$ cat src/include/band_doa_settings.svh
`ifndef BAND_DOA_SETTINGS_SVH
`define BAND_DOA_SETTINGS_SVH

// input sample format
`define BD_DIN_WIDTH   16
`define BD_PARALLEL    4           // lanes per beat, power of two
`define BD_VECTOR_LEN  64          // fft channels per frame
`define BD_BANDS       4           // must divide VECTOR_LEN/PARALLEL

// scaler and accumulators
`define BD_SCALE_DROP  12          // low bits removed before accumulation
`define BD_ACC_WIDTH   20
`define BD_DOUT_WIDTH  32

// lane product: two squares of DIN+1 bit values, plus one bit for the sum
`define BD_PROD_WIDTH  (2*(`BD_DIN_WIDTH+1)+1)

// one bit of growth per adder tree level
`define BD_SUM_WIDTH   (`BD_PROD_WIDTH+$clog2(`BD_PARALLEL))

`endif

$ cat src/rtl/band_doa_pkg.sv
`default_nettype none
`include "band_doa_settings.svh"

package band_doa_pkg;

    // products of one lane after the unitary transform
    typedef struct packed {
        logic signed [`BD_PROD_WIDTH-1:0] pow1;
        logic signed [`BD_PROD_WIDTH-1:0] pow2;
        logic signed [`BD_PROD_WIDTH-1:0] corr;
    } lane_prod_t;

    // lane products summed over all lanes of a beat
    typedef struct packed {
        logic signed [`BD_SUM_WIDTH-1:0] pow1;
        logic signed [`BD_SUM_WIDTH-1:0] pow2;
        logic signed [`BD_SUM_WIDTH-1:0] corr;
    } sum_t;

    typedef struct packed {
        logic signed [`BD_ACC_WIDTH-1:0] pow1;
        logic signed [`BD_ACC_WIDTH-1:0] pow2;
        logic signed [`BD_ACC_WIDTH-1:0] corr;
    } scaled_t;

    typedef enum logic [0:0] {
        SEQ_IDLE,
        SEQ_EMIT    // band totals going out
    } seq_state_t;

endpackage

`default_nettype wire

$ cat src/rtl/band_doa_ifs.sv
`default_nettype none
`include "band_doa_settings.svh"


// accumulator format, scaler to band accumulator
interface scaled_bus_if;
    import band_doa_pkg::*;

    logic    valid;
    logic    frame_start;
    logic    new_acc;
    scaled_t val;

    modport source (output valid, frame_start, new_acc, val);
    modport sink   (input valid, frame_start, new_acc, val);
endinterface

`default_nettype wire

$ cat src/rtl/band_accumulator.sv
`default_nettype none
`include "band_doa_settings.svh"

module band_accumulator (
    input  wire                              clk,
    input  wire                              rst,
    scaled_bus_if.sink                       in,
    output logic signed [`BD_DOUT_WIDTH-1:0] r11,
    output logic signed [`BD_DOUT_WIDTH-1:0] r22,
    output logic signed [`BD_DOUT_WIDTH-1:0] r12,
    output logic                             dout_valid,
    output logic [$clog2(`BD_BANDS)-1:0]     band_number
);
    import band_doa_pkg::*;

    localparam int BEATS     = `BD_VECTOR_LEN / `BD_PARALLEL;
    localparam int BANDS     = `BD_BANDS;
    localparam int BAND_STEP = BEATS / BANDS;
    localparam int DW        = `BD_DOUT_WIDTH;
    localparam int CW        = $clog2(BEATS) + 1;    // room for one past the frame end
    localparam int BW        = $clog2(BANDS);

    logic [CW-1:0]        beat_cnt;     // index expected for the next beat
    logic [CW-1:0]        beat_idx;
    logic [BW-1:0]        band_sel;
    logic                 primed;       // an integration is running
    seq_state_t           state;
    logic signed [DW-1:0] v11;
    logic signed [DW-1:0] v22;
    logic signed [DW-1:0] v12;

    logic signed [DW-1:0] acc_r11 [BANDS];
    logic signed [DW-1:0] acc_r22 [BANDS];
    logic signed [DW-1:0] acc_r12 [BANDS];
    logic signed [DW-1:0] dump_r11 [BANDS];
    logic signed [DW-1:0] dump_r22 [BANDS];
    logic signed [DW-1:0] dump_r12 [BANDS];

    assign beat_idx = in.frame_start ? '0 : beat_cnt;
    assign band_sel = BW'(beat_idx / BAND_STEP);

    // sign extension to the accumulator width
    assign v11 = in.val.pow1;
    assign v22 = in.val.pow2;
    assign v12 = in.val.corr;

    always_ff @(posedge clk) begin
        if (rst) begin
            beat_cnt <= '0;
        end else if (in.valid) begin
            beat_cnt <= beat_idx + 1'b1;
        end
    end

    // per-band totals, wrapping at the output width
    always_ff @(posedge clk) begin
        if (in.valid) begin
            for (int b = 0; b < BANDS; b++) begin
                if (in.new_acc) begin
                    dump_r11[b] <= acc_r11[b];
                    dump_r22[b] <= acc_r22[b];
                    dump_r12[b] <= acc_r12[b];
                    acc_r11[b]  <= (b == band_sel) ? v11 : '0;
                    acc_r22[b]  <= (b == band_sel) ? v22 : '0;
                    acc_r12[b]  <= (b == band_sel) ? v12 : '0;
                end else if (b == band_sel) begin
                    acc_r11[b] <= acc_r11[b] + v11;
                    acc_r22[b] <= acc_r22[b] + v22;
                    acc_r12[b] <= acc_r12[b] + v12;
                end
            end
        end
    end

    // output sequencer, one band per cycle after each dump
    always_ff @(posedge clk) begin
        if (rst) begin
            state       <= SEQ_IDLE;
            band_number <= '0;
            primed      <= 1'b0;
        end else if (in.valid && in.new_acc) begin
            primed      <= 1'b1;
            band_number <= '0;
            state       <= primed ? SEQ_EMIT : SEQ_IDLE;   // nothing completed yet
        end else if (state == SEQ_EMIT) begin
            if (band_number == BW'(BANDS - 1)) begin
                state       <= SEQ_IDLE;
                band_number <= '0;
            end else begin
                band_number <= band_number + 1'b1;
            end
        end
    end

    assign dout_valid = (state == SEQ_EMIT);
    assign r11        = dump_r11[band_number];
    assign r22        = dump_r22[band_number];
    assign r12        = dump_r12[band_number];

    a_beat_in_frame: assert property (@(posedge clk) disable iff (rst)
        in.valid && !in.frame_start |-> beat_cnt < BEATS)
        else $error("beat past frame end without frame_start");

    // a burst must finish before the dump register is overwritten
    a_dump_after_burst: assert property (@(posedge clk) disable iff (rst)
        in.valid && in.new_acc |-> state != SEQ_EMIT)
        else $error("new dump while band totals still going out");

endmodule

`default_nettype wire

$ cat src/flat_wrapper.sv
// flat-port wrapper written by rule: the top's interface ports become plain ports
module band_accumulator_flat import band_doa_pkg::*;
  (clk, rst, r11, r22, r12, dout_valid, band_number, in_valid, in_frame_start, in_new_acc, in_val);
  scaled_bus_if in_i ();
  input  wire clk;
  input  wire rst;
  output logic signed [`BD_DOUT_WIDTH-1:0] r11;
  output logic signed [`BD_DOUT_WIDTH-1:0] r22;
  output logic signed [`BD_DOUT_WIDTH-1:0] r12;
  output logic dout_valid;
  output logic [$clog2(`BD_BANDS)-1:0] band_number;
  input wire logic [$bits(in_i.valid)-1:0] in_valid;
  input wire logic [$bits(in_i.frame_start)-1:0] in_frame_start;
  input wire logic [$bits(in_i.new_acc)-1:0] in_new_acc;
  input wire logic [$bits(in_i.val)-1:0] in_val;
  assign in_i.valid = in_valid;
  assign in_i.frame_start = in_frame_start;
  assign in_i.new_acc = in_new_acc;
  assign in_i.val = in_val;
  band_accumulator u_core (.clk(clk), .rst(rst), .in(in_i), .r11(r11), .r22(r22), .r12(r12), .dout_valid(dout_valid), .band_number(band_number));
endmodule
$ cat config.mk
export PLATFORM = sky130hd
export DESIGN_NAME = band_accumulator_flat
export DESIGN_NICKNAME = d
export VERILOG_FILES = /design/src/rtl/band_doa_pkg.sv /design/src/rtl/band_doa_ifs.sv /design/src/rtl/band_accumulator.sv /design/src/flat_wrapper.sv
export VERILOG_INCLUDE_DIRS = /design/src /design/src/include
export SDC_FILE = /design/constraint.sdc
export NUM_CORES = 2
export LEC_CHECK = 0
export ABC_CLOCK_PERIOD_IN_PS = 12750
export BUFFER_PORTS_ARGS = -buffer_cell sky130_fd_sc_hd__buf_2
export CAP_MARGIN = 5
export CORE_ASPECT_RATIO = 0.75
export CORE_MARGIN = 1
export CORE_UTILIZATION = 63
export DETAILED_ROUTE_END_ITERATION = 10
export PLACE_DENSITY = 0.81
export SYNTH_ARGS = -nofsm -noshare
export SYNTH_HDL_FRONTEND = slang
export SYNTH_SLANG_ARGS = --single-unit
$ cat constraint.sdc
create_clock -name clk -period 12.75 [get_ports clk]
set_input_delay 1.9125 -clock clk [delete_from_list [all_inputs] [get_ports clk]]
set_output_delay 1.9125 -clock clk [all_outputs]
set_load 0.02 [all_outputs]
==> results_dict.tcl <==
set metrics [dict create \
    worstMarginPinSlew_ns 1.23 \
    synth_seq_cells 778 \
    drc 0 \
    cts.sinks 778 \
    die_y_um 241 \
    die_area_mm2 0.0774 \
    yosys_warnings 0 \
    postCtsSetupBuffers 0 \
    regArea_mm2 0.0233 \
    rrSetupSlack_ns 8.53 \
    finalCriticalPeriod_ns 5.89 \
    syn_to_final_growth_pct 8.94 \
    rr_startpoint "u_core.acc_r22[1][0]" \
    finClkSkew_ns 0.0269 \
    hold_end "u_core.dump_r12[0][3]" \
    overflow 0 \
    path_clk_slew_ns 0.06 \
    synth_area_leaders "edfxtp_1 48%, ha_1 9.7%, a21oi_1 5.5%, mux4_2 4.5%, a21o_1 3.6%" \
    ys.flop_type "edfxtp_1" \
    routed_wl_um 133000 \
    clkLatencyLatePin_ns 0.67 \
    hold_viol 0 \
    critical_path_arrival_ns 3.98 \
    nNetsFinal 4882 \
    grt_first_pass_wirelength_um 202000 \
    multiInputGateArea_mm2 0.0239 \
    htreeDepth 3 \
    cts_tree "built" \
    rsz0062_at_grt "false" \
    viasPerCell 6.75 \
    r2r_cells 12 \
    setup-tns-final_ns 0 \
    setup_viol 0 \
    synth_edf_count 768 \
    wl_per_cell_um 24.1 \
    cts_resized 0 \
    utilization_pct 69.5 \
    end_kind "output port" \
    vias 37300 \
    antenna_found_initial 16 \
    seq_area_frac_synth_pct 48.4 \
    port_buffers 163 \
    track_usage_pct 33.9 \
    pwr_density_cell_mw_per_mm2 126 \
    yosysMostFrequentCell "edfxtp_1" \
    dp_hpwl_um 91400 \
    drtAntennaViolNets 0 \
    start_util_pct 63.8 \
    syn_nets 4787 \
    synth_cells 4336 \
    cp.required_ns 10.84 \
    first_global_vias 34600 \
    coreArea_mm2 0.0753 \
    ios 164 \
    reg2reg_to "u_core.acc_r22[1][30]" \
    clockBufferDepth 3 \
    peakVddDrop_uv 85.9 \
    max_cap_viol_count 0 \
    outcome "complete, no violations" \
    avgSynthCellArea_um2 11.1 \
    synth_common_cells "768 x edfxtp_1, 526 x a21oi_1, 439 x nand2_1, 374 x ha_1, 294 x o21ai_0" \
    root_buffer "clkbuf_16" \
    slew_headroom_pct 17.8 \
    num-fill-cells 5500 \
    synth.top_cell.area_share_pct 48.0 \
    crit_fanout 41 \
    hold_start "u_core.acc_r12[0][3]" \
    path_class "register to output port" \
    final_area_mm2 0.0523 \
    p_leak_nw 20.5 \
    synth_area_mm2 0.0480 \
    startpoint_type "register" \
    gp_congestion 0.977 \
    synth_cell_types 91 \
    drtIter0Drc 5069 \
    postCtsHoldBufs 0 \
    dpl_cell_area_mm2 0.0498 \
    final_max_slew_viol_count 0 \
    hold_depth 0 \
    grt_start_max_net_pins 150 \
    yosys.area.top_type "edfxtp_1" \
    row_count 87 \
    hold_class "register to register" \
    layout-drive-gt1-share_pct 10.2 \
    cts_made_buffers 79 \
    fin_crit_sh_pct 46.2 \
    async_reset_ff_share_pct 0 \
    detail_route.first_pass.iterations 9 \
    max_clock_freq_mhz 170 \
    die_w_um 321 \
]
==> layer usage <==
layer | track usage [%] | routed length, um | up-vias | share of wire, %
met5 | 0 | 97 | - | 0.073
met4 | 8.77 | 3130 | 14 | 2.4
met3 | 7.80 | 16100 | 256 | 12
met2 | 49.4 | 56300 | 2234 | 42
met1 | 51.2 | 57200 | 17900 | 43
li1 | - | - | 16900 | -
==> final cells by class <==
cell class	instances	area share, %
timing repair buffer	193	1.99
clock buffer	110	4.26
clock inverter	33	0.629
inverter	82	0.602
tap	1023	2.45
multi-input combinational	3297	45.6
sequential	778	44.5
antenna	4	0.0191
==> per-stage QoR <==
stage | hold slack (ns) | power, mW | setup WS [ns] | instances
final | 0.453 | 6.57 | 6.86 | 5520
after global routing | 0.458 | 6.79 | 6.60 | 5519
after CTS | 0.452 | 6.55 | 6.76 | 5516
after detailed placement | 0.439 | 4.22 | 7.05 | 5373
after global placement | 0.432 | 4.19 | 7.12 | 5373
after floorplan | 0.431 | 3.92 | 2.21 | 4336
==> kinds of logic after synthesis <==
| kind of cell | after synthesis | share of synthesized area (%) |
|---|---|---|
| AOI/OAI and AO/OA | 1477 | 19.0 |
| buffers and inverters | 261 | 2.05 |
| xor gates and xnor gates | 317 | 5.78 |
| muxes | 109 | 4.77 |
| adders and majority gates | 386 | 10.2 |
| and+or+nand+nor | 1008 | 9.70 |
| DFF | 778 | 48.4 |
==> registers in the layout (all words and copies together) (netlist names), named ones only <==
register	count
u_core.acc_r22	128
u_core.dump_r22	128
u_core.dout_valid	1
u_core.acc_r12	128
u_core.band_number	2
u_core.dump_r11	128
u_core.primed	1
u_core.dump_r12	128
u_core.acc_r11	128
u_core.beat_cnt	4
==> worst max-delay path by stage <==
stage | startpoint | end | cells past startpoint
after global routing | register | r22[5] | 4
after detailed placement | in_val[20] | u_core.acc_r22[1][30] | 13
final | register | r22[6] | 4
after global placement | in_val[20] | u_core.acc_r22[1][30] | 13
after floorplan | in_valid | u_core.dout_valid | 5
after CTS | register | r22[5] | 4
==> worst max-delay path, stage by stage (launching register included) <==
cell and delay (ns):
dfxtp_4 0.74, buf_4 0.84, buf_4 0.70, mux4_2 0.70
buf_2 0.20
==> layout by cell type (no fill, tap or decap), drive strengths merged, types with 8 or more instances in the layout <==
cell type,Yosys,final
nor2,189,189
nor4,11,11
a21o,229,229
a31oi,60,60
mux2i,12,12
a221oi,11,11
nor3,42,42
a211oi,45,45
o22ai,20,20
buf,30,193
a221o,8,8
clkbuf,149,110
inv,82,83
a21boi,12,12
nand3,90,90
and2,18,18
nand4,45,45
o21ai,325,325
nand2b,26,26
o21bai,62,62
a211o,12,12
ha,374,374
a21oi,529,529
edfxtp,768,768
dfxtp,10,10
xnor2,185,185
o211ai,15,15
and3,47,47
a41oi,10,10
or3,22,22
xor2,132,132
o21a,43,43
fa,12,12
nor2b,32,32
mux4,96,96
clkinv,0,22
or2,9,9
nor3b,10,10
o31ai,22,22
nand2,439,439
==> where the power goes <==
part,internal [mW],switching (mW)
combinational,0.459,0.746
clock,1.34,1.02
sequential,2.94,0.0691
total,4.74,1.83
(Power assumes the default switching activity.)
