`src/include/band_doa_settings.svh`:
```
`ifndef BAND_DOA_SETTINGS_SVH
`define BAND_DOA_SETTINGS_SVH

// input sample format
`define BD_DIN_WIDTH   16
`define BD_PARALLEL    4           // lanes per beat, power of two
`define BD_VECTOR_LEN  64          // fft channels per frame
`define BD_BANDS       4           // must divide VECTOR_LEN/PARALLEL

// scaler and accumulators
`define BD_SCALE_DROP  12          // low bits removed before accumulation
`define BD_ACC_WIDTH   20
`define BD_DOUT_WIDTH  32

// lane product: two squares of DIN+1 bit values, plus one bit for the sum
`define BD_PROD_WIDTH  (2*(`BD_DIN_WIDTH+1)+1)

// one bit of growth per adder tree level
`define BD_SUM_WIDTH   (`BD_PROD_WIDTH+$clog2(`BD_PARALLEL))

`endif

```
`src/rtl/band_doa_pkg.sv`:
```
`default_nettype none
`include "band_doa_settings.svh"

package band_doa_pkg;

    // products of one lane after the unitary transform
    typedef struct packed {
        logic signed [`BD_PROD_WIDTH-1:0] pow1;
        logic signed [`BD_PROD_WIDTH-1:0] pow2;
        logic signed [`BD_PROD_WIDTH-1:0] corr;
    } lane_prod_t;

    // lane products summed over all lanes of a beat
    typedef struct packed {
        logic signed [`BD_SUM_WIDTH-1:0] pow1;
        logic signed [`BD_SUM_WIDTH-1:0] pow2;
        logic signed [`BD_SUM_WIDTH-1:0] corr;
    } sum_t;

    typedef struct packed {
        logic signed [`BD_ACC_WIDTH-1:0] pow1;
        logic signed [`BD_ACC_WIDTH-1:0] pow2;
        logic signed [`BD_ACC_WIDTH-1:0] corr;
    } scaled_t;

    typedef enum logic [0:0] {
        SEQ_IDLE,
        SEQ_EMIT    // band totals going out
    } seq_state_t;

endpackage

`default_nettype wire

```
`src/rtl/band_doa_ifs.sv`:
```
`default_nettype none
`include "band_doa_settings.svh"


// summed products, adder tree to scaler
interface sum_bus_if;
    import band_doa_pkg::*;

    logic valid;
    logic frame_start;
    logic new_acc;
    sum_t sum;

    modport source (output valid, frame_start, new_acc, sum);
    modport sink   (input valid, frame_start, new_acc, sum);
endinterface

// accumulator format, scaler to band accumulator
interface scaled_bus_if;
    import band_doa_pkg::*;

    logic    valid;
    logic    frame_start;
    logic    new_acc;
    scaled_t val;

    modport source (output valid, frame_start, new_acc, val);
    modport sink   (input valid, frame_start, new_acc, val);
endinterface

`default_nettype wire

```
`src/rtl/pre_acc_scale.sv`:
```
`default_nettype none
`include "band_doa_settings.svh"

module pre_acc_scale (
    input  wire          clk,
    input  wire          rst,
    sum_bus_if.sink      in,
    scaled_bus_if.source out
);
    localparam int SW = `BD_SUM_WIDTH;
    localparam int AW = `BD_ACC_WIDTH;

    // signed limits of the accumulator format, held at the sum width
    localparam logic signed [SW-1:0] ACC_MAX = (2 ** (AW - 1)) - 1;
    localparam logic signed [SW-1:0] ACC_MIN = -(2 ** (AW - 1));

    function automatic logic signed [AW-1:0] drop_sat(input logic signed [SW-1:0] x);
        logic signed [SW-1:0] sh;
        sh = x >>> `BD_SCALE_DROP;
        if (sh > ACC_MAX) begin
            return ACC_MAX[AW-1:0];
        end else if (sh < ACC_MIN) begin
            return ACC_MIN[AW-1:0];
        end
        return sh[AW-1:0];
    endfunction

    always_ff @(posedge clk) begin
        out.val.pow1 <= drop_sat(in.sum.pow1);
        out.val.pow2 <= drop_sat(in.sum.pow2);
        out.val.corr <= drop_sat(in.sum.corr);   // cross term may go negative
    end

    always_ff @(posedge clk) begin
        if (rst) begin
            out.valid <= 1'b0;
        end else begin
            out.valid <= in.valid;
        end
        out.frame_start <= in.frame_start;
        out.new_acc     <= in.new_acc;
    end

endmodule

`default_nettype wire

```
`src/flat_wrapper.sv`:
```
// flat-port wrapper written by rule: the top's interface ports become plain ports
module pre_acc_scale_flat 
  (clk, rst, in_valid, in_frame_start, in_new_acc, in_sum, out_valid, out_frame_start, out_new_acc, out_val);
  sum_bus_if in_i ();
  scaled_bus_if out_i ();
  input  wire clk;
  input  wire rst;
  input wire logic [$bits(in_i.valid)-1:0] in_valid;
  input wire logic [$bits(in_i.frame_start)-1:0] in_frame_start;
  input wire logic [$bits(in_i.new_acc)-1:0] in_new_acc;
  input wire logic [$bits(in_i.sum)-1:0] in_sum;
  output wire logic [$bits(out_i.valid)-1:0] out_valid;
  output wire logic [$bits(out_i.frame_start)-1:0] out_frame_start;
  output wire logic [$bits(out_i.new_acc)-1:0] out_new_acc;
  output wire logic [$bits(out_i.val)-1:0] out_val;
  assign in_i.valid = in_valid;
  assign in_i.frame_start = in_frame_start;
  assign in_i.new_acc = in_new_acc;
  assign in_i.sum = in_sum;
  assign out_valid = out_i.valid;
  assign out_frame_start = out_i.frame_start;
  assign out_new_acc = out_i.new_acc;
  assign out_val = out_i.val;
  pre_acc_scale u_core (.clk(clk), .rst(rst), .in(in_i), .out(out_i));
endmodule
```
`config.mk`:
```
export PLATFORM = sky130hd
export DESIGN_NAME = pre_acc_scale_flat
export DESIGN_NICKNAME = d
export VERILOG_FILES = /design/src/rtl/band_doa_pkg.sv /design/src/rtl/band_doa_ifs.sv /design/src/rtl/pre_acc_scale.sv /design/src/flat_wrapper.sv
export VERILOG_INCLUDE_DIRS = /design/src /design/src/include
export SDC_FILE = /design/constraint.sdc
export NUM_CORES = 1
export LEC_CHECK = 0
export ABC_CLOCK_PERIOD_IN_PS = 2400
export BUFFER_PORTS_ARGS = -buffer_cell sky130_fd_sc_hd__buf_2
export CAP_MARGIN = 20
export CORE_ASPECT_RATIO = 1.2
export CORE_MARGIN = 2
export CORE_UTILIZATION = 41
export CTS_BUF_LIST = sky130_fd_sc_hd__clkbuf_2 sky130_fd_sc_hd__clkbuf_4 sky130_fd_sc_hd__clkbuf_8
export DETAILED_ROUTE_END_ITERATION = 10
export GPL_TIMING_DRIVEN = 0
export PLACE_DENSITY = 0.89
export SYNTH_ARGS = -nofsm -noshare
export SYNTH_HDL_FRONTEND = slang
export SYNTH_SLANG_ARGS = --single-unit
```
`constraint.sdc`:
```
create_clock -name clk -period 2.4 [get_ports clk]
set_input_delay 0.12 -clock clk [delete_from_list [all_inputs] [get_ports clk]]
set_output_delay 0.12 -clock clk [all_outputs]
set_load 0.02 [all_outputs]
```
==> flow_metrics.tcl, run 1 <==
set metrics [dict create \
    status "complete, no violations" \
    tightest_slew_ps 330 \
    holdPathEnd "u_core.out.val[4]$_DFF_P_" \
    wl_mm 5.79 \
    synth_top_family_by_area "compound AO/OA/AOI/OAI gates" \
    grt_max_degree 12 \
    final-setup-viol-count 0 \
    multi_input_area_um2 614 \
    critical-path-top-delay-family "flip-flops" \
    fill_cells 323 \
    synth_compound_area_share_pct 26.9 \
    seqCellArea_um2 1260 \
    dp_cells 348 \
    clkSlewWorstSetupHoldPaths_ps 60 \
    synthXorXnorAreaFrac_pct 0 \
    max_freq_mhz 1050 \
    cp_cell_sequence "buf_2" \
    synthMuxAreaShare_pct 0 \
    yosys.area_share.adder_pct 0 \
    critPathKind "flop to output port" \
    final.min_clock_period_ps 954 \
    rows 27 \
    leakagePower_nw 1.58 \
    crit_arrival_ps 830 \
    antenna_found_initial 0 \
    tritoncts "built" \
    syn_area_um2 1950 \
    cp.required_ps 2280 \
    grt_pass1_vias 1882 \
    cts-buffers-inserted 9 \
    fin_crit_sh_pct 39.7 \
    p_per_area_nw_per_um2 753 \
    slew_violations 0 \
    drv_cap 0 \
    hold_depth 2 \
    min-delay-start "in_sum[16]" \
    grt_first_pass_wirelength_mm 8.60 \
    synth_warnings 0 \
    die_x_um 67.0 \
    cp-startpoint "u_core.out.val[15]$_DFF_P_" \
    ys_ff_latch 63 \
    die_y_um 79.6 \
    drc 0 \
    io_pins 179 \
    gp_congestion 0.729 \
    hold_path_class "primary input to flop" \
    placed_area_um2 2740 \
    diodes 0 \
    firstDrtPassIters 4 \
    drt_iter0_markers 77 \
    cts_buffer_depth 2 \
    relSlewSlack_pct 78.0 \
    avgSynthCellArea_um2 13.2 \
    dr_total_vias 1837 \
    path_buf_inv 1 \
    hold_violations 0 \
    via_per_inst 4.59 \
    synth_area_leaders "dfxtp_1 65%, o21a_1 22%, buf_6 3.5%" \
    gr-total-overflow 0 \
    routedWlPerCell_um 14.5 \
    synth_top_area_cell "dfxtp_1" \
    areaGrowthSynthToFinish_pct 69.1 \
    initial_core_util_pct 42.5 \
    synth-seq-area-share_pct 64.5 \
    nNetsFinal 453 \
    power_mw 2.49 \
    cp_max_fo 1 \
    io_buffers 142 \
    slowest_delay_ps 340 \
    clock-root-buffer "clkbuf_8" \
    hpwl_mm 3.66 \
    ant_nets 0 \
    netlist.area_leader.share_pct 64.5 \
    numClockSinks 63 \
    syn_nets 264 \
    finalNonFillerCells 400 \
    synth_simple_gate_area_share_pct 4.55 \
    rsz0062_at_grt "no" \
    irDropWorstVdd_mv 0.484 \
    htreeDepth 3 \
    crit_path_start_kind "flop" \
    post_synth_num_cell_types 11 \
    endpoint_kind "output port" \
    critPathSlowestCell "dfxtp_1" \
    cts_setup_buffers 0 \
    core_um2 4590 \
    die-area_um2 5340 \
    tns_ps 0 \
    netlist_instances 148 \
    grt_use_total_pct 22.1 \
    drive_gt1_share_pct 51.5 \
    final_cell_area_um2 3310 \
]
cell usage after synthesis:
| master | instances |
|---|---|
| dfxtp_1 | 63 |
| a21oi_4 | 3 |
| o21a_1 | 57 |
| nor3_2 | 3 |
| nand2_1 | 3 |
| buf_6 | 6 |
| nor2b_1 | 1 |
| clkbuf_1 | 3 |
| nand3_2 | 3 |
| nor2_1 | 3 |
| o21ai_4 | 3 |
cells in the final DEF, fill, tap and decap left out, types with 2 or more instances in the layout:
cell and n:
o21ai_4 3, nand2_1 3, dfxtp_1 63, nor3_2 3, o21a_1 57, clkbuf_8 11, buf_2 142, nor2_1 3
buf_6 6, a21oi_4 3, nand3_2 3, dlygate4sd3_1 36, clkbuf_1 3, clkinv_2 2
area by class of cell:
type,count,area share [%]
Buffer,9,2.38
Clock buffer,11,4.58
Clock inverter,5,1.70
Multi-Input combinational cell,76,18.6
Sequential cell,63,38.2
Tap cell,58,2.20
Timing Repair Buffer,178,32.4
kinds of logic after synthesis:
| logic type | after synthesis |
|---|---|
| and+or+nand+nor | 13 |
| DFF | 63 |
| buffers and inverters | 9 |
| AOI/OAI and AO/OA | 63 |
sequential cells by signal, indices dropped and copies added (netlist names):
name,count
u_core.out.valid,1
u_core.out.frame_start,1
u_core.out.new_acc,1
u_core.out.val,60
per-layer routing:
metal	up-vias	routed length [µm]	global-route usage (%)
li1	886	-	-
met1	846	2050	21.2
met2	93	3200	42.4
met3	12	402	5.08
met4	0	141	10.8
met5	-	0	0
report_power, final:
part / total (mW) / internal [mW] / leakage [nW] / switching, mW
registers: 1.14 / 1.12 / 0.530 / 0.0220
clock network: 0.925 / 0.534 / 0.105 / 0.391
logic: 0.420 / 0.195 / 0.944 / 0.225
total: 2.49 / 1.85 / 1.58 / 0.637
worst max-delay path by stage:
stage | depth (start not counted) | slack [ps] | end
floorplan | 4 | 1530 | u_core.out.val[10]$_DFF_P_
global placement | 5 | 1350 | u_core.out.val[32]$_DFF_P_
detailed placement | 5 | 1320 | u_core.out.val[32]$_DFF_P_
CTS | 1 | 1450 | out_val[39]
global route | 1 | 1410 | out_val[32]
finish | 1 | 1450 | out_val[15]
through the flow:
| step | utilization, % | setup WS [ps] | hold slack [ps] |
|---|---|---|---|
| CTS | 71.9 | 1450 | 0.132 |
| floorplan | - | 1530 | 148 |
| finish | 71.9 | 1450 | 11.0 |
| detailed placement | 59.6 | 1320 | 227 |
| global placement | 59.6 | 1350 | 227 |
| global route | 71.9 | 1410 | 2.87 |
timing repair:
action                    CTS  global route
hold buffers               36             0
hold endpoints to repair   36             0
gates resized for setup     0             0
Note: power is estimated with default switching activity, not from simulation.
==> run 2: changes to the inputs <==
- ABC_AREA: unset -> 1
- ABC_CLOCK_PERIOD_IN_PS: 2400 -> 900
- CORE_UTILIZATION: 41 -> 37
- PLACE_DENSITY: 0.89 -> 0.82
- clock period: 2.4 -> 0.9 ns (I/O delays scaled with it)
==> run 2 against run 1 <==
Net effect: final area rose by 7.5%; sequential share of layout area decreased by 2.6 points; worst hold slack gained 130 ps; die area is 8.3% higher; total power increased to 2.7 times the previous value; count of clock-buffer cells in the layout decreased by 1; non-clock buffer count rose by 28; combinational power grew to 2.8 times the previous value; area after synthesis shrank 1.9%; via count grew 16%; global-route usage is 0.11 points lower; wire length grew 7.4%.
==> flow_metrics.tcl, run 2 <==
set metrics [dict create \
    status "complete, no violations" \
    core_um2 4970 \
    final.min_clock_period_ps 870 \
    hpwl_mm 3.63 \
    final-setup-viol-count 0 \
    synth-seq-area-share_pct 65.8 \
    irDropWorstVdd_mv 1.56 \
    p_per_area_nw_per_um2 1860 \
    power_switching_mw 1.76 \
    diodes 0 \
    combinationalPowerShare_pct 18.0 \
    swShare_pct 26.7 \
    relSlewSlack_pct 80.0 \
    path_buf_inv 1 \
    layout_common_cells "136 x buf_2, 120 x nand2_1, 64 x dlygate4sd3_1" \
    largest_register_ffs 60 \
    syn_nets 328 \
    post_synth_num_cell_types 11 \
    initial_core_util_pct 38.6 \
    routedWlPerCell_um 12.6 \
    endpoint_kind "output port" \
    cts-buffers-inserted 9 \
    die_x_um 69.7 \
    async_reset_ff_share_pct 0 \
    hold_path_class "primary input to flop" \
    fill_cells 358 \
    synth_warnings 0 \
    grt_pass1_vias 2294 \
    cp.depth 1 \
    synth_top_area_cell "dfxtp_1" \
    hold_depth 4 \
    p_int_mw 4.85 \
    cp.required_ps 850 \
    fin_crit_sh_pct 96.7 \
    gr-total-overflow 0 \
    clkSlewWorstSetupHoldPaths_ps 70 \
    synth_edf_count 0 \
    dp_slack_ps -90.0 \
    cp_cell_sequence "buf_4" \
    dr_total_vias 2124 \
    io_buffers 142 \
    critPathSlowestCell "dfxtp_1" \
    slew_violations 0 \
    rsz0062_at_grt "no" \
    grt_first_pass_wirelength_mm 9.93 \
    clkPwrFrac_pct 36.0 \
    critPathKind "flop to output port" \
    rows 28 \
    crit_path_start_kind "flop" \
    die_y_um 82.9 \
    tritoncts "built" \
    cts_buffer_depth 2 \
    antenna_found_initial 0 \
    avgSynthCellArea_um2 9.05 \
    htreeDepth 3 \
    io_pins 179 \
    netlist.area_leader.share_pct 65.8 \
    finalNonFillerCells 494 \
    areaGrowthSynthToFinish_pct 85.2 \
    drive_gt1_share_pct 39.2 \
    ant_nets 0 \
    power_mw 6.62 \
    drc 0 \
    grt_use_total_pct 22.0 \
    synth.most_common_cell "nand2_1" \
    seq_power_share_pct 46.0 \
    die-area_um2 5780 \
    whs_ps 141 \
    drt_iter0_markers 80 \
    max_freq_mhz 1150 \
    crit_arrival_ps 830 \
    numClockSinks 63 \
    post-route-util_pct 71.4 \
    tightest_slew_ps 299 \
    top_register "u_core.out.val" \
    synth_common_cells "120 x nand2_1, 63 x dfxtp_1, 4 x buf_6, 4 x inv_1, 4 x nor2_1" \
    slowest_delay_ps 340 \
    critical-path-top-delay-family "flip-flops" \
    synth_ff_type "dfxtp_1" \
    synth_area_leaders "dfxtp_1 66%, nand2_1 23%, o21bai_4 2.9%" \
    via_per_inst 4.30 \
    dp_cells 414 \
    ys_ff_latch 63 \
    gp_congestion 0.741 \
    leakagePower_nw 1.85 \
    final_common_cell "buf_2" \
    timing.final.ws_setup_ps 29.7 \
    wl_mm 6.22 \
    grt_max_degree 12 \
    nNetsFinal 545 \
    netlist_instances 212 \
    cp_max_fo 1 \
    drv_cap 0 \
    clock-root-buffer "clkbuf_8" \
    hold_violations 0 \
    syn_area_um2 1920 \
    cts_setup_buffers 0 \
    firstDrtPassIters 5 \
]
-- run 2: layout make-up --
type	count	area [µm²]	share of cell area, %
Multi-Input combinational cell	136	571	16.1
Inverter	4	15.0	0.423
Buffer	9	71.3	2.01
Clock buffer	10	131	3.70
Sequential cell	63	1260	35.5
Timing Repair Buffer	206	1370	38.5
Tap cell	60	75.1	2.11
Clock inverter	6	61.3	1.73
-- run 2: layer usage --
metal | share of wire, % | vias up | global-route usage [%]
met5 | 0 | - | 0
met4 | 3.7 | 0 | 11.2
met3 | 6.3 | 22 | 6.67
met2 | 53 | 103 | 41.3
met1 | 37 | 928 | 21.1
li1 | - | 1071 | -
-- run 2: final timing paths --
| check | endpoint | start | slack [ps] |
|---|---|---|---|
| max | out_val[32] | u_core.out.val[32]$_DFF_P_ | 30 |
| min | u_core.out.val[7]$_DFF_P_ | in_sum[36] | 140 |
-- run 2: timing repair --
action                                 4_1_cts  5_1_grt
hold buffers                                64        0
resized for setup                            0        6
setup endpoints to repair                    0        6
endpoints found under the hold margin       63        0
-- run 2: kinds of logic after synthesis --
group	after synthesis	synth area share [%]
simple gates	133	26.8
flops	63	65.8
buf+inv	13	4.50
compound gates	3	2.94
-- run 2: through the flow --
step | TNS, ps | instance area (µm²)
3_5_place_dp | -1340 | 2700
4_1_cts | 0 | 3540
3_3_place_gp | -1040 | 2700
2_1_floorplan | 0 | 1920
5_1_grt | 0 | 3550
6_report | 0 | 3550
-- run 2: power by group through the flow --
| stage | clock, mW | sequential (mW) | combinational, mW |
|---|---|---|---|
| 2_1_floorplan | 0 | 3.37 | 0.248 |
| 3_3_place_gp | 0 | 3.09 | 0.922 |
| 3_5_place_dp | 0 | 3.10 | 0.941 |
| 4_1_cts | 2.42 | 3.04 | 1.16 |
| 5_1_grt | 2.57 | 3.06 | 1.29 |
| 6_report | 2.38 | 3.04 | 1.19 |
