--- src/include/band_doa_settings.svh ---
`ifndef BAND_DOA_SETTINGS_SVH
`define BAND_DOA_SETTINGS_SVH

// input sample format
`define BD_DIN_WIDTH   16
`define BD_PARALLEL    4           // lanes per beat, power of two
`define BD_VECTOR_LEN  64          // fft channels per frame
`define BD_BANDS       4           // must divide VECTOR_LEN/PARALLEL

// scaler and accumulators
`define BD_SCALE_DROP  12          // low bits removed before accumulation
`define BD_ACC_WIDTH   20
`define BD_DOUT_WIDTH  32

// lane product: two squares of DIN+1 bit values, plus one bit for the sum
`define BD_PROD_WIDTH  (2*(`BD_DIN_WIDTH+1)+1)

// one bit of growth per adder tree level
`define BD_SUM_WIDTH   (`BD_PROD_WIDTH+$clog2(`BD_PARALLEL))

`endif

--- src/rtl/band_doa_pkg.sv ---
`default_nettype none
`include "band_doa_settings.svh"

package band_doa_pkg;

    // products of one lane after the unitary transform
    typedef struct packed {
        logic signed [`BD_PROD_WIDTH-1:0] pow1;
        logic signed [`BD_PROD_WIDTH-1:0] pow2;
        logic signed [`BD_PROD_WIDTH-1:0] corr;
    } lane_prod_t;

    // lane products summed over all lanes of a beat
    typedef struct packed {
        logic signed [`BD_SUM_WIDTH-1:0] pow1;
        logic signed [`BD_SUM_WIDTH-1:0] pow2;
        logic signed [`BD_SUM_WIDTH-1:0] corr;
    } sum_t;

    typedef struct packed {
        logic signed [`BD_ACC_WIDTH-1:0] pow1;
        logic signed [`BD_ACC_WIDTH-1:0] pow2;
        logic signed [`BD_ACC_WIDTH-1:0] corr;
    } scaled_t;

    typedef enum logic [0:0] {
        SEQ_IDLE,
        SEQ_EMIT    // band totals going out
    } seq_state_t;

endpackage

`default_nettype wire

--- src/rtl/band_doa_ifs.sv ---
`default_nettype none
`include "band_doa_settings.svh"

// per-lane products, correlator to adder tree
interface lane_bus_if;
    import band_doa_pkg::*;

    logic       valid;
    logic       frame_start;
    logic       new_acc;
    lane_prod_t lanes [`BD_PARALLEL];

    modport source (output valid, frame_start, new_acc, lanes);
    modport sink   (input valid, frame_start, new_acc, lanes);
endinterface

// summed products, adder tree to scaler
interface sum_bus_if;
    import band_doa_pkg::*;

    logic valid;
    logic frame_start;
    logic new_acc;
    sum_t sum;

    modport source (output valid, frame_start, new_acc, sum);
    modport sink   (input valid, frame_start, new_acc, sum);
endinterface


`default_nettype wire

--- src/rtl/lane_adder_tree.sv ---
`default_nettype none
`include "band_doa_settings.svh"

module lane_adder_tree (
    input  wire       clk,
    input  wire       rst,
    lane_bus_if.sink  in,
    sum_bus_if.source out
);
    localparam int LEVELS = $clog2(`BD_PARALLEL);
    localparam int PW     = `BD_PROD_WIDTH;

    for (genvar l = 0; l < LEVELS; l++) begin : lvl
        localparam int N = `BD_PARALLEL >> (l + 1);    // adders on this level
        localparam int W = PW + l + 1;

        // operands, one bit narrower than this level's sums
        logic signed [W-2:0] a_pow1 [2*N];
        logic signed [W-2:0] a_pow2 [2*N];
        logic signed [W-2:0] a_corr [2*N];
        logic                a_valid;
        logic                a_frame_start;
        logic                a_new_acc;

        logic signed [W-1:0] pow1 [N];
        logic signed [W-1:0] pow2 [N];
        logic signed [W-1:0] corr [N];
        logic                valid;
        logic                frame_start;
        logic                new_acc;

        if (l == 0) begin : from_lanes
            always_comb begin
                for (int k = 0; k < 2*N; k++) begin
                    a_pow1[k] = in.lanes[k].pow1;
                    a_pow2[k] = in.lanes[k].pow2;
                    a_corr[k] = in.lanes[k].corr;
                end
                a_valid       = in.valid;
                a_frame_start = in.frame_start;
                a_new_acc     = in.new_acc;
            end
        end else begin : from_prev
            assign a_pow1        = lvl[l-1].pow1;
            assign a_pow2        = lvl[l-1].pow2;
            assign a_corr        = lvl[l-1].corr;
            assign a_valid       = lvl[l-1].valid;
            assign a_frame_start = lvl[l-1].frame_start;
            assign a_new_acc     = lvl[l-1].new_acc;
        end

        always_ff @(posedge clk) begin
            for (int k = 0; k < N; k++) begin
                pow1[k] <= a_pow1[2*k] + a_pow1[2*k+1];  // sign-extended pairwise
                pow2[k] <= a_pow2[2*k] + a_pow2[2*k+1];
                corr[k] <= a_corr[2*k] + a_corr[2*k+1];
            end
            if (rst) begin
                valid <= 1'b0;
            end else begin
                valid <= a_valid;
            end
            frame_start <= a_frame_start;
            new_acc     <= a_new_acc;
        end
    end

    assign out.sum.pow1    = lvl[LEVELS-1].pow1[0];
    assign out.sum.pow2    = lvl[LEVELS-1].pow2[0];
    assign out.sum.corr    = lvl[LEVELS-1].corr[0];
    assign out.valid       = lvl[LEVELS-1].valid;
    assign out.frame_start = lvl[LEVELS-1].frame_start;
    assign out.new_acc     = lvl[LEVELS-1].new_acc;

endmodule

`default_nettype wire

--- src/flat_wrapper.sv ---
// flat-port wrapper written by rule: the top's interface ports become plain ports
module lane_adder_tree_flat 
  (clk, rst, in_valid, in_frame_start, in_new_acc, in_lanes, out_valid, out_frame_start, out_new_acc, out_sum);
  lane_bus_if in_i ();
  sum_bus_if out_i ();
  input  wire clk;
  input  wire rst;
  input wire logic [$bits(in_i.valid)-1:0] in_valid;
  input wire logic [$bits(in_i.frame_start)-1:0] in_frame_start;
  input wire logic [$bits(in_i.new_acc)-1:0] in_new_acc;
  input wire logic [$bits(in_i.lanes)-1:0] in_lanes;
  output wire logic [$bits(out_i.valid)-1:0] out_valid;
  output wire logic [$bits(out_i.frame_start)-1:0] out_frame_start;
  output wire logic [$bits(out_i.new_acc)-1:0] out_new_acc;
  output wire logic [$bits(out_i.sum)-1:0] out_sum;
  assign in_i.valid = in_valid;
  assign in_i.frame_start = in_frame_start;
  assign in_i.new_acc = in_new_acc;
  assign in_i.lanes = {>>{in_lanes}};
  assign out_valid = out_i.valid;
  assign out_frame_start = out_i.frame_start;
  assign out_new_acc = out_i.new_acc;
  assign out_sum = out_i.sum;
  lane_adder_tree u_core (.clk(clk), .rst(rst), .in(in_i), .out(out_i));
endmodule
--- config.mk ---
export PLATFORM = sky130hd
export DESIGN_NAME = lane_adder_tree_flat
export DESIGN_NICKNAME = d
export VERILOG_FILES = /design/src/rtl/band_doa_pkg.sv /design/src/rtl/band_doa_ifs.sv /design/src/rtl/lane_adder_tree.sv /design/src/flat_wrapper.sv
export VERILOG_INCLUDE_DIRS = /design/src /design/src/include
export SDC_FILE = /design/constraint.sdc
export NUM_CORES = 1
export LEC_CHECK = 0
export BUFFER_PORTS_ARGS = -buffer_cell sky130_fd_sc_hd__buf_4
export CAP_MARGIN = 20
export CORE_ASPECT_RATIO = 1.4
export CORE_MARGIN = 1.5
export CORE_UTILIZATION = 35
export DETAILED_ROUTE_END_ITERATION = 12
export PLACE_DENSITY = 0.56
export SYNTH_ARGS = -nofsm -noshare
export SYNTH_HDL_FRONTEND = slang
export SYNTH_SLANG_ARGS = --single-unit
export TNS_END_PERCENT = 1
--- constraint.sdc ---
create_clock -name clk -period 6.8 [get_ports clk]
set_input_delay 0.34 -clock clk [delete_from_list [all_inputs] [get_ports clk]]
set_output_delay 0.34 -clock clk [all_outputs]
set_load 0.05 [all_outputs]
==> results of run 1 <==
per-stage QoR:
stage / power (W) / util
CTS: 0.0108 / 0.449
finish: 0.0107 / 0.449
floorplan: 0.00688 / -
global placement: 0.00858 / 0.427
detailed placement: 0.00862 / 0.427
global route: 0.0114 / 0.449
placed cells by master, fill, tap and decap left out, types with 9 or more instances in the layout:
cell type	count
a211o_1	12
a211oi_1	14
a21o_1	201
a21oi_1	284
a31oi_1	34
a41oi_1	10
and2_1	15
and3_1	22
buf_4	538
clkbuf_16	39
dfxtp_1	333
dlygate4sd3_1	10
fa_1	9
ha_1	318
inv_1	80
nand2_1	168
nand2b_1	28
nand3_1	64
nand4_1	50
nor2_1	151
nor2b_1	35
nor3_1	37
o2111ai_1	10
o21a_1	29
o21ai_0	130
o21ai_1	12
o21bai_1	62
o31ai_1	15
or3_1	12
xnor2_1	173
xor2_1	107
power groups by stage:
stage                     sequential [W]  combinational, W  clock, W
after floorplan                  0.00402           0.00286         0
after global placement           0.00294           0.00564         0
after detailed placement         0.00294           0.00568         0
after CTS                        0.00291           0.00571   0.00220
after global routing             0.00294           0.00618   0.00228
final                            0.00289           0.00569   0.00212
routing by layer:
metal / share of wire / routed length [µm] / vias up
met2: 0.52 / 38300 / 673
met3: 0.079 / 5860 / 178
li1: - / - / 10800
met5: 0.0030 / 219 / -
met4: 0.041 / 3020 / 32
met1: 0.36 / 26800 / 9853
path summary, 6_finish.rpt:
path	from	slack (ns)	endpoint	cells past startpoint
hold reg to reg	u_core.lvl[0].new_acc	0.33	u_core.out.new_acc	0
setup reg to reg	u_core.lvl[0].pow1[0]	3.50	u_core.lvl[1].pow1[0][30]	11
setup / recovery	in_lanes[175]	3.41	u_core.lvl[0].pow1[35]	12
hold / removal	in_lanes[105]	0.04	u_core.lvl[0].corr[0]	2
cell families after synthesis:
family | share of synthesized area
multiplexers | 0.00178
flip-flops | 0.288
buffers and inverters | 0.0267
AND/OR/NAND/NOR | 0.129
AO/OA/AOI/OAI | 0.269
XOR/XNOR | 0.106
adder cells (fa/ha/maj) | 0.180
flip-flops by register name, indices dropped and copies added (netlist names):
| signal | cells |
|---|---|
| u_core.lvl.frame_start | 1 |
| u_core.out.new_acc | 1 |
| u_core.lvl.new_acc | 1 |
| u_core.out.frame_start | 1 |
| u_core.lvl.pow2 | 109 |
| u_core.out.valid | 1 |
| u_core.lvl.pow1 | 109 |
| u_core.lvl.corr | 109 |
| u_core.lvl.valid | 1 |
area by class of cell:
class | count | share of cell area
Timing Repair Buffer | 548 | 0.141
Tap cell | 847 | 0.0361
Sequential cell | 333 | 0.227
Antenna cell | 6 | 0.000511
Multi-Input combinational cell | 2163 | 0.541
Inverter | 80 | 0.0102
Clock buffer | 46 | 0.0358
Clock inverter | 21 | 0.00877
worst register-to-register path, cell delays in order, from the launching register on:
cell and delay [ns]:
dfxtp_1 0.30, ha_1 0.22, fa_1 0.40, a21o_1 0.19, a21oi_1 0.24, o21ai_0 0.16, a21oi_1 0.41, nor3_1 0.09
a211oi_1 0.57, o41ai_1 0.22, a41oi_1 0.29, xnor2_1 0.14
Yosys cell counts (12+ instances only):
library cell and instances:
clkbuf_1 67, nand4_1 50, and3_1 22, inv_1 80, nand2b_1 28, o31ai_1 15, a31oi_1 34, dfxtp_1 333
and2_1 15, o21bai_1 62, a21oi_1 284, xnor2_1 173, or3_1 12, ha_1 318, o21ai_1 12, nand2_1 168
o21ai_0 130, a21o_1 201, nand3_1 64, o21a_1 29, nor2b_1 35, xor2_1 107, nor3_1 37, nor2_1 151
a211o_1 12, a211oi_1 14
what timing repair did:
action	4_1_cts	5_1_grt
setup endpoints to repair	0	0
hold buffers	10	0
hold endpoints to repair	7	0
==> impl_metrics.tcl, run 1 <==
set metrics [dict create \
    status "finished, final reports clean" \
    synth_ff_type "dfxtp_1" \
    h-tree-depth 2 \
    skew_ns 0.0231 \
    pwr-share-comb 0.532 \
    cts_setup_buffers 0 \
    ys_ff_latch 333 \
    drc 0 \
    grt_pass1_wl_um 113000 \
    p_leak_nw 14.0 \
    synth_edf_count 0 \
    drt-pass1-iter-count 6 \
    startpoint_type "input pin" \
    fin_setup_tns_ns 0 \
    peakVddDrop_uv 421 \
    pin_count 539 \
    drive_gt1_frac 0.206 \
    core_area_um2 65400 \
    dieArea_um2 67800 \
    critPathSlowestCell "o31ai_1" \
    clk_latency_ns 0.55 \
    grt_pass1_vias 22100 \
    drv_slew 0 \
    fin_nets 3915 \
    dp.cells 3961 \
    path_max_fanout 4 \
    yosys.area.top_type "dfxtp_1" \
    path_delay_family "compound AO/OA/AOI/OAI gates" \
    p_clk_frac 0.198 \
    min_period_ns 3.39 \
    hold_viol 0 \
    worst_pin_slew_ns 0.887 \
    die_y_um 307 \
    place_congestion 0.964 \
    post-place-ws_ns 3.34 \
    pwr-share-seq 0.270 \
    fin_area_um2 29400 \
    grt_usage 0.212 \
    antenna_found_initial 20 \
    vias 21500 \
    io_buffers 538 \
    vias_per_cell 5.32 \
    wl_um 74200 \
    dpl_cell_area_um2 27900 \
    grt_max_degree 15 \
    ant_nets 0 \
    synth_cells 2656 \
    numCtsBuffers 37 \
    postCtsResizedCells 0 \
    regArea_um2 6670 \
    switchingPower_w 0.00466 \
    met3_usage 0.0646 \
    grt_busiest_layer "met2" \
    cts.sinks 333 \
    drv_cap 0 \
    slew_headroom 0.393 \
    powerDensity_nw_per_um2 364 \
    grtUsageMet2 0.402 \
    internal-power_w 0.00604 \
    finalCritPeriodShare 0.498 \
    rows 111 \
    ys_types 89 \
    fmaxAchievable_ghz 0.295 \
    synth_seq_area_share 0.288 \
    yosys_warnings 0 \
    hold_class "input pin to flop" \
    drt_iter0_markers 969 \
    setup_ws_ns 3.41 \
    whs_ns 0.0369 \
    grt_overflow_total 0 \
    syn_area_per_cell_um2 8.72 \
    layoutNonFillerInstCount 4044 \
    finalSetupViolCount 0 \
    n_fill_cell 6433 \
    critPathKind "input pin to flop" \
    cts_tree "done" \
    synthArstFlopShare 0 \
    gr-usage-met1 0.210 \
    cp.arrival_ns 3.81 \
    cts.clk_slew.worst_paths_ns 0.06 \
    die_x_um 220 \
    syn_to_final_growth_pct 26.8 \
    crit_path_frequent_cell "o211ai_1" \
    path_cells "dlygate4sd3_1 > buf_4 > ha_1 > a21o_1 > a21oi_1 > o211ai_1 > nand4_1 > o211ai_1 > o21ai_0 > o31ai_1 > a2111o_1 > o221ai_1" \
    syn-num-nets 3408 \
    ys_top_cells_by_area "dfxtp_1, ha_1, xnor2_1" \
    routedWlPerCell_um 18.3 \
    synth_top_area_share 0.288 \
    multi_input_area_um2 15900 \
    switching_share 0.435 \
    cts-root-buf "clkbuf_16" \
    cp.required_ns 7.22 \
    dp_hpwl_um 63200 \
    end_kind "flop" \
    rsz0062_at_grt "false" \
    max_stage_delay_ns 0.75 \
    synth_area_um2 23200 \
    clock_path_buffers 3 \
    initial_core_util 0.354 \
    cp_num_buf_inv 2 \
]
(Power assumes the default switching activity.)
==> run 2: changes to the inputs <==
--- a/config.mk
+++ b/config.mk
@@ -12,7 +12,7 @@
 export CORE_MARGIN = 1.5
 export CORE_UTILIZATION = 35
 export DETAILED_ROUTE_END_ITERATION = 12
-export PLACE_DENSITY = 0.56
+export PLACE_DENSITY = 0.58
 export SYNTH_ARGS = -nofsm -noshare
 export SYNTH_HDL_FRONTEND = slang
 export SYNTH_SLANG_ARGS = --single-unit
==> constraint.sdc (replaced) <==
create_clock -name clk -period 3.1 [get_ports clk]
set_input_delay 0.155 -clock clk [delete_from_list [all_inputs] [get_ports clk]]
set_output_delay 0.155 -clock clk [all_outputs]
set_load 0.05 [all_outputs]
==> impl_metrics.tcl, run 2 (synthesis gave the netlist of run 1 again) <==
set metrics [dict create \
    fmaxAchievable_ghz 0.333 \
    hold_class "input pin to flop" \
    io_buffers 538 \
    peakVddDrop_uv 725 \
    rsz0062_at_grt "true" \
    dp_hpwl_um 63800 \
    cts.clk_slew.worst_paths_ns 0.06 \
    pin_count 539 \
    drv_slew 0 \
    core_area_um2 65400 \
    routedWlPerCell_um 18.2 \
    setup_ws_ns 0.0976 \
    fin_setup_tns_ns 0 \
    place_congestion 0.925 \
    cts_setup_buffers 0 \
    grt_pass1_wl_um 115000 \
    pwr-share-seq 0.271 \
    wl_um 75600 \
    rows 111 \
    cp.arrival_ns 3.46 \
    numCtsBuffers 36 \
    grt_max_degree 17 \
    skew_ns 0.0225 \
    cts.sinks 333 \
    drive_gt1_frac 0.209 \
    cts_tree "done" \
    cp_num_buf_inv 2 \
    grt_pass1_vias 22300 \
    dieArea_um2 67800 \
    slew_headroom 0.599 \
    powerDensity_nw_per_um2 773 \
    internal-power_w 0.0133 \
    layout_common_cells "buf_4, dfxtp_1, ha_1, a21oi_1, a21o_1" \
    fin_util 0.464 \
    vias 21900 \
    clock_path_buffers 3 \
    die_x_um 220 \
    crit_path_frequent_cell "o21ai_0" \
    h-tree-depth 2 \
    p_clk_frac 0.190 \
    end_kind "flop" \
    path_cells "dlygate4sd3_1 > buf_4 > ha_1 > fa_1 > a21oi_1 > o21ai_0 > a2111oi_2 > nor3_1 > o21ai_0 > a21bo_2 > a211oi_1 > or4_1 > o2111ai_1" \
    finalCritPeriodShare 0.969 \
    finalSetupViolCount 0 \
    biggestRegsByFlops "u_core.lvl.corr: 109 flops, u_core.lvl.pow1: 109 flops, u_core.lvl.pow2: 109 flops" \
    clk_latency_ns 0.54 \
    hold_viol 0 \
    path_max_fanout 3 \
    drt-pass1-iter-count 5 \
    final_common_cell "buf_4" \
    drv_cap 0 \
    die_y_um 307 \
    p_leak_nw 14.5 \
    cp.required_ns 3.56 \
    worst_pin_slew_ns 0.601 \
    drt_iter0_markers 1135 \
    power_w 0.0235 \
    drc 0 \
    pwr-share-comb 0.539 \
    startpoint_type "input pin" \
    switchingPower_w 0.0102 \
    vias_per_cell 5.29 \
    cts-root-buf "clkbuf_16" \
    initial_core_util 0.354 \
    status "finished, final reports clean" \
    regArea_um2 6670 \
    min_period_ns 3.00 \
    max_stage_delay_ns 0.54 \
    antenna_found_initial 13 \
    path_delay_family "compound AO/OA/AOI/OAI gates" \
    whs_ns 0.0299 \
    multi_input_area_um2 15900 \
    switching_share 0.434 \
    critPathSlowestCell "dlygate4sd3_1" \
    n_fill_cell 6381 \
    post-place-ws_ns 0.109 \
    syn_to_final_growth_pct 31.1 \
    fin_nets 4026 \
    grt_usage 0.215 \
    critPathKind "input pin to flop" \
    grt_overflow_total 0 \
    ant_nets 0 \
]
==> run 2: cell count changes in the layout (fill, tap and decap cells not counted), moves of 2 or more <==
cell	before	now
dlygate4sd3_1	10	91
buf_4	538	569
clkinv_2	8	4
diode_2	6	3
a31oi_1	34	32
clkbuf_16	39	37
clkinvlp_4	2	4
inv_6	4	2
==> run 2: through the flow <==
step / cells / area (µm²)
floorplan: 2656 / 23200
global placement: 3992 / 28200
detailed placement: 3992 / 28200
CTS: 4145 / 30300
global route: 4148 / 30400
finish: 4148 / 30400
==> run 2: cell type report <==
class	instances	share of cell area
flip-flops and latches	333	0.219
multi-input cells	2163	0.524
inverters	80	0.00989
repair buffers	660	0.171
diodes	3	0.000247
clock inverters	17	0.00713
clock buffers	45	0.0334
well taps	847	0.0349
==> run 2: worst min-delay path: cells and delay by family <==
kind                       cells  cell delay (ns)
adders and majority gates      1             0.20
xor gates and xnor gates       1             0.08
buffers and inverters          1             0.08
==> run 2: power groups by stage <==
stage	logic, W	registers [W]	clock network (W)
floorplan	0.00628	0.00882	0
global placement	0.0124	0.00650	0
detailed placement	0.0125	0.00648	0
CTS	0.0127	0.00640	0.00461
global route	0.0137	0.00649	0.00477
finish	0.0127	0.00636	0.00446
==> run 2: path summary, 6_finish.rpt <==
check / depth (start not counted) / start / slack [ns] / to
max: 13 / in_lanes[315] / 0.1 / u_core.lvl[0].corr[68]
min: 3 / in_lanes[104] / 0.03 / u_core.lvl[0].pow1[34]
max reg2reg: 12 / u_core.lvl[0].pow1[0] / 0.18 / u_core.lvl[1].pow1[0][36]
min reg2reg: 0 / u_core.lvl[0].frame_start / 0.34 / u_core.out.frame_start
==> run 2: routing by layer <==
layer,track usage,share of wire,vias up
met5,0,0.0015,-
met4,0.0802,0.036,16
met3,0.0430,0.058,145
met2,0.415,0.53,601
met1,0.225,0.38,10200
li1,-,-,11000
==> run 2: repair_timing <==
item,CTS,global route
gates resized for setup,0,9
setup endpoints to repair,0,14
hold endpoints to repair,56,0
hold buffers,91,0
